### config.mk
export PLATFORM = sky130hd
export DESIGN_NAME = xbar_rd_top
export DESIGN_NICKNAME = d
export VERILOG_FILES = /design/src/source/xbar_pkg.sv /design/src/source/xbar_rd_top.sv /design/src/source/xbar_rd_mux.sv /design/src/source/xbar_err_slv.sv /design/src/source/xbar_rd_demux.sv /design/src/source/xbar_addr_decode.sv
export VERILOG_INCLUDE_DIRS = /design/src /design/src/source
export SDC_FILE = /design/constraint.sdc
export NUM_CORES = 1
export LEC_CHECK = 0
export BUFFER_PORTS_ARGS = -buffer_cell sky130_fd_sc_hd__buf_4
export CAP_MARGIN = 10
export CORE_AREA = 2 2 118 120
export DETAILED_ROUTE_END_ITERATION = 8
export DIE_AREA = 0 0 120 122
export SETUP_SLACK_MARGIN = 0.2
export SLEW_MARGIN = 20
export SYNTH_ARGS = -nofsm -noshare
export SYNTH_HDL_FRONTEND = slang
export SYNTH_SLANG_ARGS = --single-unit
### constraint.sdc
create_clock -name clk_i -period 3.4 [get_ports clk_i]
set_input_delay 0.34 -clock clk_i [delete_from_list [all_inputs] [get_ports clk_i]]
set_output_delay 0.34 -clock clk_i [all_outputs]
set_load 0.05 [all_outputs]
### src/source/xbar_config.svh
/*
  Build-time configuration of the read crossbar.
  Widths, port counts, the outstanding limit, the fixed address map and
  the response codes. Include wherever one of these values is needed.
*/
`ifndef XBAR_CONFIG_SVH
`define XBAR_CONFIG_SVH

`define XBAR_ADDR_WIDTH 32
`define XBAR_DATA_WIDTH 32
`define XBAR_ID_WIDTH 2
`define XBAR_NUM_SLV 2
`define XBAR_NUM_MST 2
`define XBAR_MAX_TRANS 4

// Region ends are exclusive
`define XBAR_MST0_BASE 32'h0000_0000
`define XBAR_MST0_END 32'h0000_1000
`define XBAR_MST1_BASE 32'h0001_0000
`define XBAR_MST1_END 32'h0001_1000

`define XBAR_RESP_OKAY 2'd0
`define XBAR_RESP_DECERR 2'd3
`define XBAR_ERR_DATA 32'hBADC_0DE5

`endif
### src/source/xbar_pkg.sv
/*
  Shared types of the read crossbar.
  Refer to them by scoped name from the RTL and the testbench.
*/
`include "xbar_config.svh"

package xbar_pkg;

  localparam int unsigned src_idx_w = (`XBAR_NUM_SLV > 1) ? $clog2(`XBAR_NUM_SLV) : 1;
  localparam int unsigned tgt_idx_w = $clog2(`XBAR_NUM_MST + 1);
  localparam int unsigned mst_id_w  = src_idx_w + `XBAR_ID_WIDTH;

  typedef logic [`XBAR_ADDR_WIDTH-1:0] addr_t;
  typedef logic [`XBAR_DATA_WIDTH-1:0] data_t;
  typedef logic [1:0]                  resp_t;
  typedef logic [`XBAR_ID_WIDTH-1:0]   slv_id_t;

  // Initiator port number, carried in the upper ID bits on the target side
  typedef logic [src_idx_w-1:0] src_idx_t;

  // Index NUM_MST selects the decode error responder
  typedef logic [tgt_idx_w-1:0] tgt_idx_t;

  // Target-side ID, seen flat by the targets and split by the muxes
  typedef union packed {
    logic [mst_id_w-1:0] raw;
    struct packed {
      src_idx_t src;
      slv_id_t  id;
    } fields;
  } mst_id_t;

endpackage

### src/source/xbar_rd_top.sv
/*
  Read-only crossbar top level.
  One router and one error responder per initiator port, one arbiter per
  target port, and the cross wiring that turns lane j of router i into
  input i of arbiter j.
*/
`timescale 1ns/100ps
`include "xbar_config.svh"

module xbar_rd_top (
  input  logic                                      clk_i,
  input  logic                                      rst_n_i,
  // Initiator ports
  input  logic              [`XBAR_NUM_SLV-1:0]     slv_ar_valid_i,
  input  xbar_pkg::addr_t   [`XBAR_NUM_SLV-1:0]     slv_ar_addr_i,
  input  xbar_pkg::slv_id_t [`XBAR_NUM_SLV-1:0]     slv_ar_id_i,
  output logic              [`XBAR_NUM_SLV-1:0]     slv_ar_ready_o,
  output logic              [`XBAR_NUM_SLV-1:0]     slv_r_valid_o,
  output xbar_pkg::data_t   [`XBAR_NUM_SLV-1:0]     slv_r_data_o,
  output xbar_pkg::resp_t   [`XBAR_NUM_SLV-1:0]     slv_r_resp_o,
  output xbar_pkg::slv_id_t [`XBAR_NUM_SLV-1:0]     slv_r_id_o,
  input  logic              [`XBAR_NUM_SLV-1:0]     slv_r_ready_i,
  // Target ports
  output logic              [`XBAR_NUM_MST-1:0]     mst_ar_valid_o,
  output xbar_pkg::addr_t   [`XBAR_NUM_MST-1:0]     mst_ar_addr_o,
  output xbar_pkg::mst_id_t [`XBAR_NUM_MST-1:0]     mst_ar_id_o,
  input  logic              [`XBAR_NUM_MST-1:0]     mst_ar_ready_i,
  input  logic              [`XBAR_NUM_MST-1:0]     mst_r_valid_i,
  input  xbar_pkg::data_t   [`XBAR_NUM_MST-1:0]     mst_r_data_i,
  input  xbar_pkg::resp_t   [`XBAR_NUM_MST-1:0]     mst_r_resp_i,
  input  xbar_pkg::mst_id_t [`XBAR_NUM_MST-1:0]     mst_r_id_i,
  output logic              [`XBAR_NUM_MST-1:0]     mst_r_ready_o
);

  // Router side, indexed [initiator][lane]
  logic              [`XBAR_NUM_SLV-1:0][`XBAR_NUM_MST:0] dmx_ar_valid, dmx_ar_ready;
  logic              [`XBAR_NUM_SLV-1:0][`XBAR_NUM_MST:0] dmx_r_valid, dmx_r_ready;
  xbar_pkg::addr_t   [`XBAR_NUM_SLV-1:0][`XBAR_NUM_MST:0] dmx_ar_addr;
  xbar_pkg::slv_id_t [`XBAR_NUM_SLV-1:0][`XBAR_NUM_MST:0] dmx_ar_id, dmx_r_id;
  xbar_pkg::data_t   [`XBAR_NUM_SLV-1:0][`XBAR_NUM_MST:0] dmx_r_data;
  xbar_pkg::resp_t   [`XBAR_NUM_SLV-1:0][`XBAR_NUM_MST:0] dmx_r_resp;

  // Arbiter side, indexed [target][initiator]
  logic              [`XBAR_NUM_MST-1:0][`XBAR_NUM_SLV-1:0] mux_ar_valid, mux_ar_ready;
  logic              [`XBAR_NUM_MST-1:0][`XBAR_NUM_SLV-1:0] mux_r_valid, mux_r_ready;
  xbar_pkg::addr_t   [`XBAR_NUM_MST-1:0][`XBAR_NUM_SLV-1:0] mux_ar_addr;
  xbar_pkg::slv_id_t [`XBAR_NUM_MST-1:0][`XBAR_NUM_SLV-1:0] mux_ar_id, mux_r_id;
  xbar_pkg::data_t   [`XBAR_NUM_MST-1:0][`XBAR_NUM_SLV-1:0] mux_r_data;
  xbar_pkg::resp_t   [`XBAR_NUM_MST-1:0][`XBAR_NUM_SLV-1:0] mux_r_resp;

  for (genvar i = 0; i < `XBAR_NUM_SLV; i++) begin : gen_slv
    xbar_rd_demux i_demux (
      .clk_i, .rst_n_i,
      .slv_ar_valid_i (slv_ar_valid_i[i]), .slv_ar_addr_i  (slv_ar_addr_i[i]),
      .slv_ar_id_i    (slv_ar_id_i[i]),    .slv_ar_ready_o (slv_ar_ready_o[i]),
      .slv_r_valid_o  (slv_r_valid_o[i]),  .slv_r_data_o   (slv_r_data_o[i]),
      .slv_r_resp_o   (slv_r_resp_o[i]),   .slv_r_id_o     (slv_r_id_o[i]),
      .slv_r_ready_i  (slv_r_ready_i[i]),
      .lane_ar_valid_o (dmx_ar_valid[i]), .lane_ar_addr_o (dmx_ar_addr[i]),
      .lane_ar_id_o    (dmx_ar_id[i]),    .lane_ar_ready_i (dmx_ar_ready[i]),
      .lane_r_valid_i  (dmx_r_valid[i]),  .lane_r_data_i  (dmx_r_data[i]),
      .lane_r_resp_i   (dmx_r_resp[i]),   .lane_r_id_i    (dmx_r_id[i]),
      .lane_r_ready_o  (dmx_r_ready[i])
    );

    // Last lane terminates unmapped reads
    xbar_err_slv i_err_slv (
      .clk_i, .rst_n_i,
      .ar_valid_i (dmx_ar_valid[i][`XBAR_NUM_MST]), .ar_id_i   (dmx_ar_id[i][`XBAR_NUM_MST]),
      .ar_ready_o (dmx_ar_ready[i][`XBAR_NUM_MST]), .r_valid_o (dmx_r_valid[i][`XBAR_NUM_MST]),
      .r_data_o   (dmx_r_data[i][`XBAR_NUM_MST]),   .r_resp_o  (dmx_r_resp[i][`XBAR_NUM_MST]),
      .r_id_o     (dmx_r_id[i][`XBAR_NUM_MST]),     .r_ready_i (dmx_r_ready[i][`XBAR_NUM_MST])
    );

    for (genvar j = 0; j < `XBAR_NUM_MST; j++) begin : gen_cross
      assign mux_ar_valid[j][i] = dmx_ar_valid[i][j];
      assign mux_ar_addr[j][i]  = dmx_ar_addr[i][j];
      assign mux_ar_id[j][i]    = dmx_ar_id[i][j];
      assign mux_r_ready[j][i]  = dmx_r_ready[i][j];
      assign dmx_ar_ready[i][j] = mux_ar_ready[j][i];
      assign dmx_r_valid[i][j]  = mux_r_valid[j][i];
      assign dmx_r_data[i][j]   = mux_r_data[j][i];
      assign dmx_r_resp[i][j]   = mux_r_resp[j][i];
      assign dmx_r_id[i][j]     = mux_r_id[j][i];
    end
  end

  for (genvar j = 0; j < `XBAR_NUM_MST; j++) begin : gen_mst
    xbar_rd_mux i_mux (
      .clk_i, .rst_n_i,
      .in_ar_valid_i (mux_ar_valid[j]), .in_ar_addr_i  (mux_ar_addr[j]),
      .in_ar_id_i    (mux_ar_id[j]),    .in_ar_ready_o (mux_ar_ready[j]),
      .in_r_valid_o  (mux_r_valid[j]),  .in_r_data_o   (mux_r_data[j]),
      .in_r_resp_o   (mux_r_resp[j]),   .in_r_id_o     (mux_r_id[j]),
      .in_r_ready_i  (mux_r_ready[j]),
      .mst_ar_valid_o (mst_ar_valid_o[j]), .mst_ar_addr_o  (mst_ar_addr_o[j]),
      .mst_ar_id_o    (mst_ar_id_o[j]),    .mst_ar_ready_i (mst_ar_ready_i[j]),
      .mst_r_valid_i  (mst_r_valid_i[j]),  .mst_r_data_i   (mst_r_data_i[j]),
      .mst_r_resp_i   (mst_r_resp_i[j]),   .mst_r_id_i     (mst_r_id_i[j]),
      .mst_r_ready_o  (mst_r_ready_o[j])
    );
  end

endmodule

### src/source/xbar_rd_mux.sv
/*
  Per-target read arbiter.
  Round-robin over the initiator lanes with the grant held through a stalled
  AR. The winner's port number is prepended to the ID, and R is steered back
  by that field with the field stripped off.
*/
`timescale 1ns/100ps
`include "xbar_config.svh"

module xbar_rd_mux (
  input  logic                                      clk_i,
  input  logic                                      rst_n_i,
  // Input side, one lane per initiator port
  input  logic              [`XBAR_NUM_SLV-1:0]     in_ar_valid_i,
  input  xbar_pkg::addr_t   [`XBAR_NUM_SLV-1:0]     in_ar_addr_i,
  input  xbar_pkg::slv_id_t [`XBAR_NUM_SLV-1:0]     in_ar_id_i,
  output logic              [`XBAR_NUM_SLV-1:0]     in_ar_ready_o,
  output logic              [`XBAR_NUM_SLV-1:0]     in_r_valid_o,
  output xbar_pkg::data_t   [`XBAR_NUM_SLV-1:0]     in_r_data_o,
  output xbar_pkg::resp_t   [`XBAR_NUM_SLV-1:0]     in_r_resp_o,
  output xbar_pkg::slv_id_t [`XBAR_NUM_SLV-1:0]     in_r_id_o,
  input  logic              [`XBAR_NUM_SLV-1:0]     in_r_ready_i,
  // Target side
  output logic                                      mst_ar_valid_o,
  output xbar_pkg::addr_t                           mst_ar_addr_o,
  output xbar_pkg::mst_id_t                         mst_ar_id_o,
  input  logic                                      mst_ar_ready_i,
  input  logic                                      mst_r_valid_i,
  input  xbar_pkg::data_t                           mst_r_data_i,
  input  xbar_pkg::resp_t                           mst_r_resp_i,
  input  xbar_pkg::mst_id_t                         mst_r_id_i,
  output logic                                      mst_r_ready_o
);

  xbar_pkg::src_idx_t rr_q;
  xbar_pkg::src_idx_t lock_idx_q;
  xbar_pkg::src_idx_t arb_idx;
  xbar_pkg::src_idx_t gnt;
  xbar_pkg::src_idx_t r_src;
  logic               lock_q;
  logic               arb_found;

  // Search starts one past the last winner
  always_comb begin
    arb_idx   = rr_q;
    arb_found = 1'b0;
    for (int k = 1; k <= `XBAR_NUM_SLV; k++) begin
      if (!arb_found && in_ar_valid_i[(int'(rr_q) + k) % `XBAR_NUM_SLV]) begin
        arb_idx   = xbar_pkg::src_idx_t'((int'(rr_q) + k) % `XBAR_NUM_SLV);
        arb_found = 1'b1;
      end
    end
  end

  assign gnt = lock_q ? lock_idx_q : arb_idx;

  always_comb begin
    mst_ar_valid_o         = in_ar_valid_i[gnt];
    mst_ar_addr_o          = in_ar_addr_i[gnt];
    mst_ar_id_o.fields.src = gnt;
    mst_ar_id_o.fields.id  = in_ar_id_i[gnt];
    for (int k = 0; k < `XBAR_NUM_SLV; k++) begin
      in_ar_ready_o[k] = mst_ar_ready_i && (gnt == xbar_pkg::src_idx_t'(k));
    end
  end

  // Response routing by the source field
  assign r_src         = mst_r_id_i.fields.src;
  assign mst_r_ready_o = in_r_ready_i[r_src];

  always_comb begin
    for (int k = 0; k < `XBAR_NUM_SLV; k++) begin
      in_r_valid_o[k] = mst_r_valid_i && (r_src == xbar_pkg::src_idx_t'(k));
      in_r_data_o[k]  = mst_r_data_i;
      in_r_resp_o[k]  = mst_r_resp_i;
      in_r_id_o[k]    = mst_r_id_i.fields.id;
    end
  end

  always_ff @(posedge clk_i) begin
    if (!rst_n_i) begin
      rr_q       <= '0;
      lock_q     <= 1'b0;
      lock_idx_q <= '0;
    end else begin
      lock_q <= mst_ar_valid_o && !mst_ar_ready_i;
      if (mst_ar_valid_o) begin
        lock_idx_q <= gnt;
      end
      if (mst_ar_valid_o && mst_ar_ready_i) begin
        rr_q <= gnt;
      end
    end
  end

  grant_hold: assert property (@(posedge clk_i) disable iff (!rst_n_i)
    (mst_ar_valid_o && !mst_ar_ready_i) |=> (gnt == $past(gnt)))
    else $error("Grant changed while AR was stalled");

endmodule

### src/source/xbar_err_slv.sv
/*
  Decode error responder, one per initiator port.
  Accepts one read at a time and answers it on the next cycle with DECERR,
  the error data pattern and the ID of the request.
*/
`timescale 1ns/100ps
`include "xbar_config.svh"

module xbar_err_slv (
  input  logic              clk_i,
  input  logic              rst_n_i,
  input  logic              ar_valid_i,
  input  xbar_pkg::slv_id_t ar_id_i,
  output logic              ar_ready_o,
  output logic              r_valid_o,
  output xbar_pkg::data_t   r_data_o,
  output xbar_pkg::resp_t   r_resp_o,
  output xbar_pkg::slv_id_t r_id_o,
  input  logic              r_ready_i
);

  logic              busy_q;
  xbar_pkg::slv_id_t id_q;

  // Idle means ready for a new read
  assign ar_ready_o = !busy_q;
  assign r_valid_o  = busy_q;
  assign r_data_o   = `XBAR_ERR_DATA;
  assign r_resp_o   = `XBAR_RESP_DECERR;
  assign r_id_o     = id_q;

  always_ff @(posedge clk_i) begin
    if (!rst_n_i) begin
      busy_q <= 1'b0;
    end else if (ar_valid_i && ar_ready_o) begin
      busy_q <= 1'b1;
    end else if (r_valid_o && r_ready_i) begin
      busy_q <= 1'b0;
    end
  end

  // ID of the read being answered
  always_ff @(posedge clk_i) begin
    if (ar_valid_i && ar_ready_o) begin
      id_q <= ar_id_i;
    end
  end

endmodule

### src/source/xbar_rd_demux.sv
/*
  Per-initiator read router.
  Sends each AR to the lane chosen by the decoder, lane NUM_MST being the
  error responder, and returns R from the locked lane only. A target switch
  waits until all outstanding reads are back, keeping responses in order.
*/
`timescale 1ns/100ps
`include "xbar_config.svh"

module xbar_rd_demux (
  input  logic                                    clk_i,
  input  logic                                    rst_n_i,
  // Initiator side
  input  logic                                    slv_ar_valid_i,
  input  xbar_pkg::addr_t                         slv_ar_addr_i,
  input  xbar_pkg::slv_id_t                       slv_ar_id_i,
  output logic                                    slv_ar_ready_o,
  output logic                                    slv_r_valid_o,
  output xbar_pkg::data_t                         slv_r_data_o,
  output xbar_pkg::resp_t                         slv_r_resp_o,
  output xbar_pkg::slv_id_t                       slv_r_id_o,
  input  logic                                    slv_r_ready_i,
  // Lane side, muxes first and the error responder last
  output logic              [`XBAR_NUM_MST:0]     lane_ar_valid_o,
  output xbar_pkg::addr_t   [`XBAR_NUM_MST:0]     lane_ar_addr_o,
  output xbar_pkg::slv_id_t [`XBAR_NUM_MST:0]     lane_ar_id_o,
  input  logic              [`XBAR_NUM_MST:0]     lane_ar_ready_i,
  input  logic              [`XBAR_NUM_MST:0]     lane_r_valid_i,
  input  xbar_pkg::data_t   [`XBAR_NUM_MST:0]     lane_r_data_i,
  input  xbar_pkg::resp_t   [`XBAR_NUM_MST:0]     lane_r_resp_i,
  input  xbar_pkg::slv_id_t [`XBAR_NUM_MST:0]     lane_r_id_i,
  output logic              [`XBAR_NUM_MST:0]     lane_r_ready_o
);

  localparam int unsigned cnt_w = $clog2(`XBAR_MAX_TRANS + 1);

  xbar_pkg::tgt_idx_t dec_idx;
  xbar_pkg::tgt_idx_t sel;
  xbar_pkg::tgt_idx_t lock_q;
  logic               dec_err;
  logic [cnt_w-1:0]   cnt_q;
  logic               stall;
  logic               ar_fire;
  logic               r_fire;

  xbar_addr_decode i_addr_decode (
    .addr_i      (slv_ar_addr_i),
    .idx_o       (dec_idx),
    .dec_error_o (dec_err)
  );

  assign sel = dec_err ? xbar_pkg::tgt_idx_t'(`XBAR_NUM_MST) : dec_idx;

  // Hold AR when full, or when it would switch targets with reads in flight
  assign stall = (cnt_q == cnt_w'(`XBAR_MAX_TRANS)) ||
                 ((cnt_q != '0) && (sel != lock_q));

  assign slv_ar_ready_o = !stall && lane_ar_ready_i[sel];
  assign ar_fire        = slv_ar_valid_i && slv_ar_ready_o;

  always_comb begin
    for (int k = 0; k <= `XBAR_NUM_MST; k++) begin
      lane_ar_valid_o[k] = slv_ar_valid_i && !stall && (sel == xbar_pkg::tgt_idx_t'(k));
      lane_ar_addr_o[k]  = slv_ar_addr_i;
      lane_ar_id_o[k]    = slv_ar_id_i;
      lane_r_ready_o[k]  = slv_r_ready_i && (lock_q == xbar_pkg::tgt_idx_t'(k));
    end
  end

  // Only the locked lane can hold responses for this port
  assign slv_r_valid_o = lane_r_valid_i[lock_q];
  assign slv_r_data_o  = lane_r_data_i[lock_q];
  assign slv_r_resp_o  = lane_r_resp_i[lock_q];
  assign slv_r_id_o    = lane_r_id_i[lock_q];
  assign r_fire        = slv_r_valid_o && slv_r_ready_i;

  always_ff @(posedge clk_i) begin
    if (!rst_n_i) begin
      cnt_q  <= '0;
      lock_q <= '0;
    end else begin
      if (ar_fire) begin
        lock_q <= sel;
      end
      case ({ar_fire, r_fire})
        2'b10:   cnt_q <= cnt_q + 1'b1;
        2'b01:   cnt_q <= cnt_q - 1'b1;
        default: cnt_q <= cnt_q;
      endcase
    end
  end

  ar_addr_stable: assert property (@(posedge clk_i) disable iff (!rst_n_i)
    (slv_ar_valid_i && !slv_ar_ready_o) |=> $stable(slv_ar_addr_i))
    else $error("AR address changed while waiting for ready");

  cnt_limit: assert property (@(posedge clk_i) disable iff (!rst_n_i)
    cnt_q <= cnt_w'(`XBAR_MAX_TRANS))
    else $error("Outstanding counter above limit");

endmodule

### src/source/xbar_addr_decode.sv
/*
  Address decoder for the fixed two-region map.
  Returns the target index of the matching region, or NUM_MST together
  with the error flag when the address is unmapped. Purely combinational.
*/
`timescale 1ns/100ps
`include "xbar_config.svh"

module xbar_addr_decode (
  input  xbar_pkg::addr_t    addr_i,
  output xbar_pkg::tgt_idx_t idx_o,
  output logic               dec_error_o
);

  logic hit_mst0;
  logic hit_mst1;

  // Regions are half open, base included and end excluded
  assign hit_mst0 = (addr_i >= `XBAR_MST0_BASE) && (addr_i < `XBAR_MST0_END);
  assign hit_mst1 = (addr_i >= `XBAR_MST1_BASE) && (addr_i < `XBAR_MST1_END);

  always_comb begin
    idx_o       = xbar_pkg::tgt_idx_t'(`XBAR_NUM_MST);
    dec_error_o = 1'b1;
    if (hit_mst0) begin
      idx_o       = xbar_pkg::tgt_idx_t'(0);
      dec_error_o = 1'b0;
    end else if (hit_mst1) begin
      idx_o       = xbar_pkg::tgt_idx_t'(1);
      dec_error_o = 1'b0;
    end
  end

endmodule

## After elaboration in Yosys (flattened, before gate mapping)

Index checks and enable logic that the tools add are counted.

| word-level totals | value |
|---|---|
| input port bits | 152 |
| bits in registers | 22 |
| output and inout bits | 150 |

| cells by class | value |
|---|---|
| eq/ne operators | 16 |
| $add $sub $neg | 8 |
| multiplexer cells | 72 |
| reductions and logical operators | 64 |
| bitwise logic cells | 8 |
| order comparisons | 20 |

Operators with widths:

| kind | number |
|---|---|
| 32-bit 2-to-1 mux | 6 |
| 32-bit binary-select mux with 2-bit select | 2 |
| 32-bit by 1-bit greater-or-equal comparator with 1-bit output, second input constant | 2 |
| 32-bit by 17-bit greater-or-equal comparator with 1-bit output, second input constant | 2 |
| 32-bit by 13-bit < comparator with 1-bit output, second input constant | 2 |
| 32-bit by 17-bit < comparator with 1-bit output, second input constant | 2 |
| 1-bit logical AND | 44 |
| 1-bit 2-to-1 mux | 40 |
| 2-bit 2-to-1 mux | 14 |
| 2-bit by 3-bit < comparator with 1-bit output, second input constant | 8 |
| 2-bit binary-select mux with 2-bit select | 4 |
| 2-bit by 1-bit == test with 1-bit output, second input constant | 6 |
| 2-bit == test, second input constant | 6 |
| 3-bit case mux with 2 select lines | 2 |
| 1-bit binary-select mux with 2-bit select | 4 |
| 1-bit logical NOT | 8 |
| 2-bit logical NOT | 4 |
| 1-bit by 2-bit < comparator with 1-bit output, second input constant | 4 |
| 2-bit nonzero test | 4 |
| 3-bit by 1-bit adder with 3-bit output, second input constant | 2 |
| 3-bit == test, second input constant | 2 |
| 3-bit nonzero test | 2 |
| 3-bit by 1-bit subtractor with 3-bit output, second input constant | 2 |
| 1-bit adder, second input constant | 4 |
| 4 further kinds | 12 |

## Longest topological paths before layout

| depth | value |
|---|---|
| depth after elaboration | 27 |
| mapped depth | 15 |
| depth with buffers taken out | 13 |

## By module

Synthesis repeated with hierarchy kept, for this count alone.

| second synthesis, totals | value |
|---|---|
| cell total of the unflattened synthesis | 1,104 |
| area total of the unflattened synthesis | 8,430.6 um^2 |

By module, submodules not included:

| module | area each (um^2) | times used | cells each |
|---|---|---|---|
| xbar_rd_demux | 1,969.4 | 2 | 281 |
| xbar_rd_mux | 1,814.2 | 2 | 219 |
| xbar_err_slv | 366.6 | 2 | 43 |
| xbar_addr_decode | 65.1 | 2 | 9 |

## Worst setup path before layout

No wires, ideal clock.

| path | value |
|---|---|
| kind | input to register |
| start point | in slv_ar_addr_i[59] (netlist name) |
| end point | reg gen_slv[0].i_demux.cnt_q[2] |
| path slack | 0.219 ns |
| stages on the path | 14 |
| buffers on the path | 1 |
| setup time | 0.076 ns |
| arrival time | 3.106 ns |
| required time | 3.324 ns |
| path through | nor4_2 > nand3_2 > or4_1 > o211ai_2 > buf_6 > o21ai_1 > and2_4 > nand2_1 > ha_1 > inv_1 > fa_1 > xor2_1 > or3_1 > a21boi_0 |

| between the ends | value |
|---|---|
| longest elaborated chain between the ends | 27 |
| elaborated cells between the ends (all ways) | 56 |

Ends and longest elaborated chain:

| what | RTL line | RTL |
|---|---|---|
| start, declared | xbar_rd_top.sv:15 | `` input xbar_pkg::addr_t [`XBAR_NUM_SLV-1:0] slv_ar_addr_i, `` |
| 32-bit by 17-bit greater-or-equal comparator with 1-bit output (no source line) or 32-bit by 17-bit < comparator with 1-bit output (tied branches) | -- |  |
| 1-bit logical AND | xbar_addr_decode.sv:20 | `` assign hit_mst1 = (addr_i >= `XBAR_MST1_BASE) && (addr_i < `XBAR_MST1_END); `` |
| 2-bit 2-to-1 mux or 1-bit 2-to-1 mux (tied branches) | xbar_addr_decode.sv:28 | `end else if (hit_mst1) begin` |
| 2-bit 2-to-1 mux or 1-bit 2-to-1 mux (tied branches) | xbar_addr_decode.sv:25 | `if (hit_mst0) begin` |
| 2-bit 2-to-1 mux * | xbar_rd_demux.sv:52 | `` assign sel = dec_err ? xbar_pkg::tgt_idx_t'(`XBAR_NUM_MST) : dec_idx; `` |
| 2-bit inequality test | xbar_rd_demux.sv:56 | `((cnt_q != '0) && (sel != lock_q));` |
| 1-bit logical AND | xbar_rd_demux.sv:56 |  |
| 1-bit logical OR | xbar_rd_demux.sv:55 | `` assign stall = (cnt_q == cnt_w'(`XBAR_MAX_TRANS)) \|\| `` |
| [12 not listed] | -- |  |
| 1-bit logical AND | xbar_rd_mux.sv:63 | `in_ar_ready_o[k] = mst_ar_ready_i && (gnt == xbar_pkg::src_idx_t'(k));` |
| 1-bit binary-select mux with 2-bit select * | xbar_rd_demux.sv:58 | `assign slv_ar_ready_o = !stall && lane_ar_ready_i[sel];` |
| 1-bit 2-to-1 mux (implied by the code) * | xbar_rd_demux.sv:58 |  |
| 1-bit logical AND * | xbar_rd_demux.sv:58 |  |
| via gen_slv[0].i_demux.slv_ar_ready_o | xbar_rd_demux.sv:17 | `output logic slv_ar_ready_o,` |
| 1-bit logical AND * | xbar_rd_demux.sv:59 | `assign ar_fire = slv_ar_valid_i && slv_ar_ready_o;` |
| 2-bit by 1-bit == test with 1-bit output or 2-bit == test (tied branches) | xbar_rd_demux.sv:85 | `case ({ar_fire, r_fire})` |
| 3-bit case mux with 2 select lines or 2-bit nonzero test (tied branches) | -- |  |
| end signal, assigned | xbar_rd_demux.sv:86 | `2'b10: cnt_q <= cnt_q + 1'b1;` |
| end signal, assigned | xbar_rd_demux.sv:87 | `2'b01: cnt_q <= cnt_q - 1'b1;` |
| end signal, assigned | xbar_rd_demux.sv:88 | `default: cnt_q <= cnt_q;` |
| end, declared | xbar_rd_demux.sv:41 | `logic [cnt_w-1:0] cnt_q;` |

The timed path passes the listed nets; every way through them passes the cells marked *. The select of a mux whose other input is x is not followed.
A chain may end at the register's enable or synchronous reset.

==> impl_metrics.ini <==
[layout]
nFillCells = 1365
area_growth_syn_to_layout_pct = 72.4
nets = 954
drive_above_1_share = 0.522
diodes = 0

[outcome]
status = completed

[sta]
skew_ps = 3.00
worstMarginPinSlew_ps = 539
rsz0062_at_grt = false
fin_crit_ps = 3120
finalSetupViolCount = 0
fin_crit_sh = 0.918
fin_setup_tns_ps = 0
final_max_slew_viol_count = 0
max_freq_mhz = 321
hold_viol_final = 0
relSlewSlack = 0.640

[min_path]
worst_hold_path_type = in -> reg
holdCritStartpoint = slv_ar_id_i[2]

[placed_design]
gp_congestion = 0.849
place_hpwl_mm = 13.3
port_buffers = 301

[worst_setup_path]
cp_data_required_time_ps = 3060
cp-startpoint = slv_ar_addr_i[63]
cp_data_arrival_time_ps = 2780
path_class = in -> out
reg2reg_from = gen_slv[0].i_demux.cnt_q[0]
critPathLaunchType = input port
cp-end-kind = output pin
crit_fanout = 38

[synthesis]
synth_area_leaders = mux2_2, dfxtp_1, mux2i_1
yosys.area_share.simple = 0.277
synth-edff-count = 4
synth_top_family_by_area = multiplexers
synth_commonest_cells = nor2_1, nand2_1, o21ai_0
synthMostInstantiatedCell = nor2_1
avgSynthCellArea_um2 = 7.24
yosysWarnings = 0
synth_area_um2 = 3650
synth-main-ff-cell = dfxtp_1
synth-seq-cells = 22
synthXorXnorAreaFrac = 0.0144
synth_fa_ha_area_frac = 0.0178
ys_seq_area_frac = 0.131
synth_compound_area_frac = 0.171
synth-async-reset-ratio = 0
synth_top_area_frac = 0.154
syn_inst = 505
synth_fp_nets = 661
synth_top_cell_by_area = mux2_2
synth.distinct_cells = 61
muxShareOfSynthArea = 0.303

[floorplanning]
dieArea_um2 = 14600
die_h_um = 122
rows = 43
die_w_um = 120
coreArea_um2 = 13500
io_pins = 302
initial_core_util = 0.271

[detailed_routing]
num_vias = 4847
wirelength_mm = 16.3
vias_per_cell = 4.96
first_pass_iters = 5
antenna_left = 0
post_drt_wl_per_cell_um = 16.7
dr.first_iter.drc_count = 228
drc = 0

[clock_tree]
cts_hold_buf = 0
htreeDepth = 1
clock_sinks = 22
clk_latency_ps = 250
numCtsBuffers = 3
path_clk_slew_ps = 60
cts-root-buf = clkbuf_16
clock_path_buffers = 2
cts_tree = built

[global_routing]
antenna_found_initial = 0
grt_overflow = 0
grt_pass1_vias = 4661
grt_pass1_wl_mm = 23.8
grt_max_degree = 42
track_usage = 0.201

[power]
power.leakage_nw = 2.81
power_density_nw_per_um2 = 630
ir_worst_vdd_mv = 0.190
power_mw = 3.97

[flow_run]
drv_cap = 0
==> cells by family (layout without fill, tap and decap cells) <==
group,count (synthesis),count (layout)
flops,22,22
fa+ha+maj,4,4
mux,102,102
buf+inv,58,350
xor+xnor,6,6
simple gates,215,215
compound gates,98,98
==> worst max-delay path, stage by stage <==
cell and delay [ps]:
buf_4 120, nor4_1 270, buf_4 160, nand2_1 70, or4_1 600, o211ai_4 110
buf_4 460, mux2_2 420, buf_4 200
==> registers in the layout, indices dropped and copies added (netlist names) <==
name,flops
gen_mst.i_mux.lock_q,2
gen_slv.i_err_slv.r_valid_o,2
gen_mst.i_mux.lock_idx_q,2
gen_mst.i_mux.rr_q,2
gen_slv.i_err_slv.r_id_o,4
gen_slv.i_demux.cnt_q,6
gen_slv.i_demux.lock_q,4
==> cell usage in the layout (no fill, tap or decap), types with 3 or more instances in the layout <==
| cell type | n |
|---|---|
| a21boi_1 | 5 |
| a21oi_1 | 5 |
| a31oi_1 | 4 |
| and2_1 | 10 |
| and3_1 | 4 |
| buf_4 | 330 |
| clkbuf_16 | 3 |
| dfxtp_1 | 14 |
| dfxtp_2 | 4 |
| edfxtp_1 | 4 |
| inv_1 | 15 |
| mux2_1 | 18 |
| mux2_2 | 50 |
| mux2i_1 | 33 |
| nand2_1 | 70 |
| nand2b_1 | 3 |
| nand3_1 | 5 |
| nor2_1 | 80 |
| nor2b_1 | 5 |
| nor3_1 | 6 |
| nor4_1 | 4 |
| nor4_2 | 6 |
| o21ai_0 | 56 |
| o21ai_1 | 4 |
| or3_1 | 5 |
| xnor2_1 | 3 |
==> metal layers <==
| metal | vias up | track usage | share of wire | routed length (um) |
|---|---|---|---|---|
| met5 | - | 0 | 0 | 0 |
| li1 | 2356 | - | - | - |
| met2 | 234 | 0.396 | 0.53 | 8710 |
| met3 | 14 | 0.0351 | 0.078 | 1270 |
| met1 | 2243 | 0.221 | 0.37 | 6080 |
| met4 | 0 | 0.0478 | 0.017 | 282 |
==> path summary, 6_finish.rpt <==
check,to,slack [ps],cells after the start
setup reg to reg,gen_slv[0].i_demux.cnt_q[2],350,14
hold / removal,gen_slv[1].i_err_slv.r_id_o[0],280,1
setup / recovery,mst_ar_addr_o[57],280,9
hold reg to reg,gen_slv[0].i_err_slv.r_valid_o,490,2
==> report_power, final <==
part,switching (mW),internal [mW]
clock,0.0921,0.160
sequential,0.0694,0.338
combinational,2.24,1.07
total,2.40,1.57
==> per-stage QoR <==
step	utilization	cells	hold slack, ps	area [um^2]	worst slack, ps
after CTS	0.460	976	274	6210	224
final	0.467	977	279	6300	280
after global routing	0.467	977	277	6300	193
after global placement	0.454	972	476	6130	131
after detailed placement	0.454	972	487	6130	48.2
after floorplan	-	505	439	3650	219
==> what timing repair did <==
action                     in CTS  in global routing
buffers inserted                0                  1
gates resized for setup         0                 21
setup endpoints to repair       0                 73
==> layout make-up <==
cell class                 instances  area [um^2]  share of cell area
multi-input combinational        425         2960               0.469
sequential                        22          485              0.0771
tap                              180          225              0.0357
inverter                          15         56.3             0.00894
clock buffer                       4         78.8              0.0125
timing repair buffer             331         2500               0.396
(Power assumes the default switching activity.)
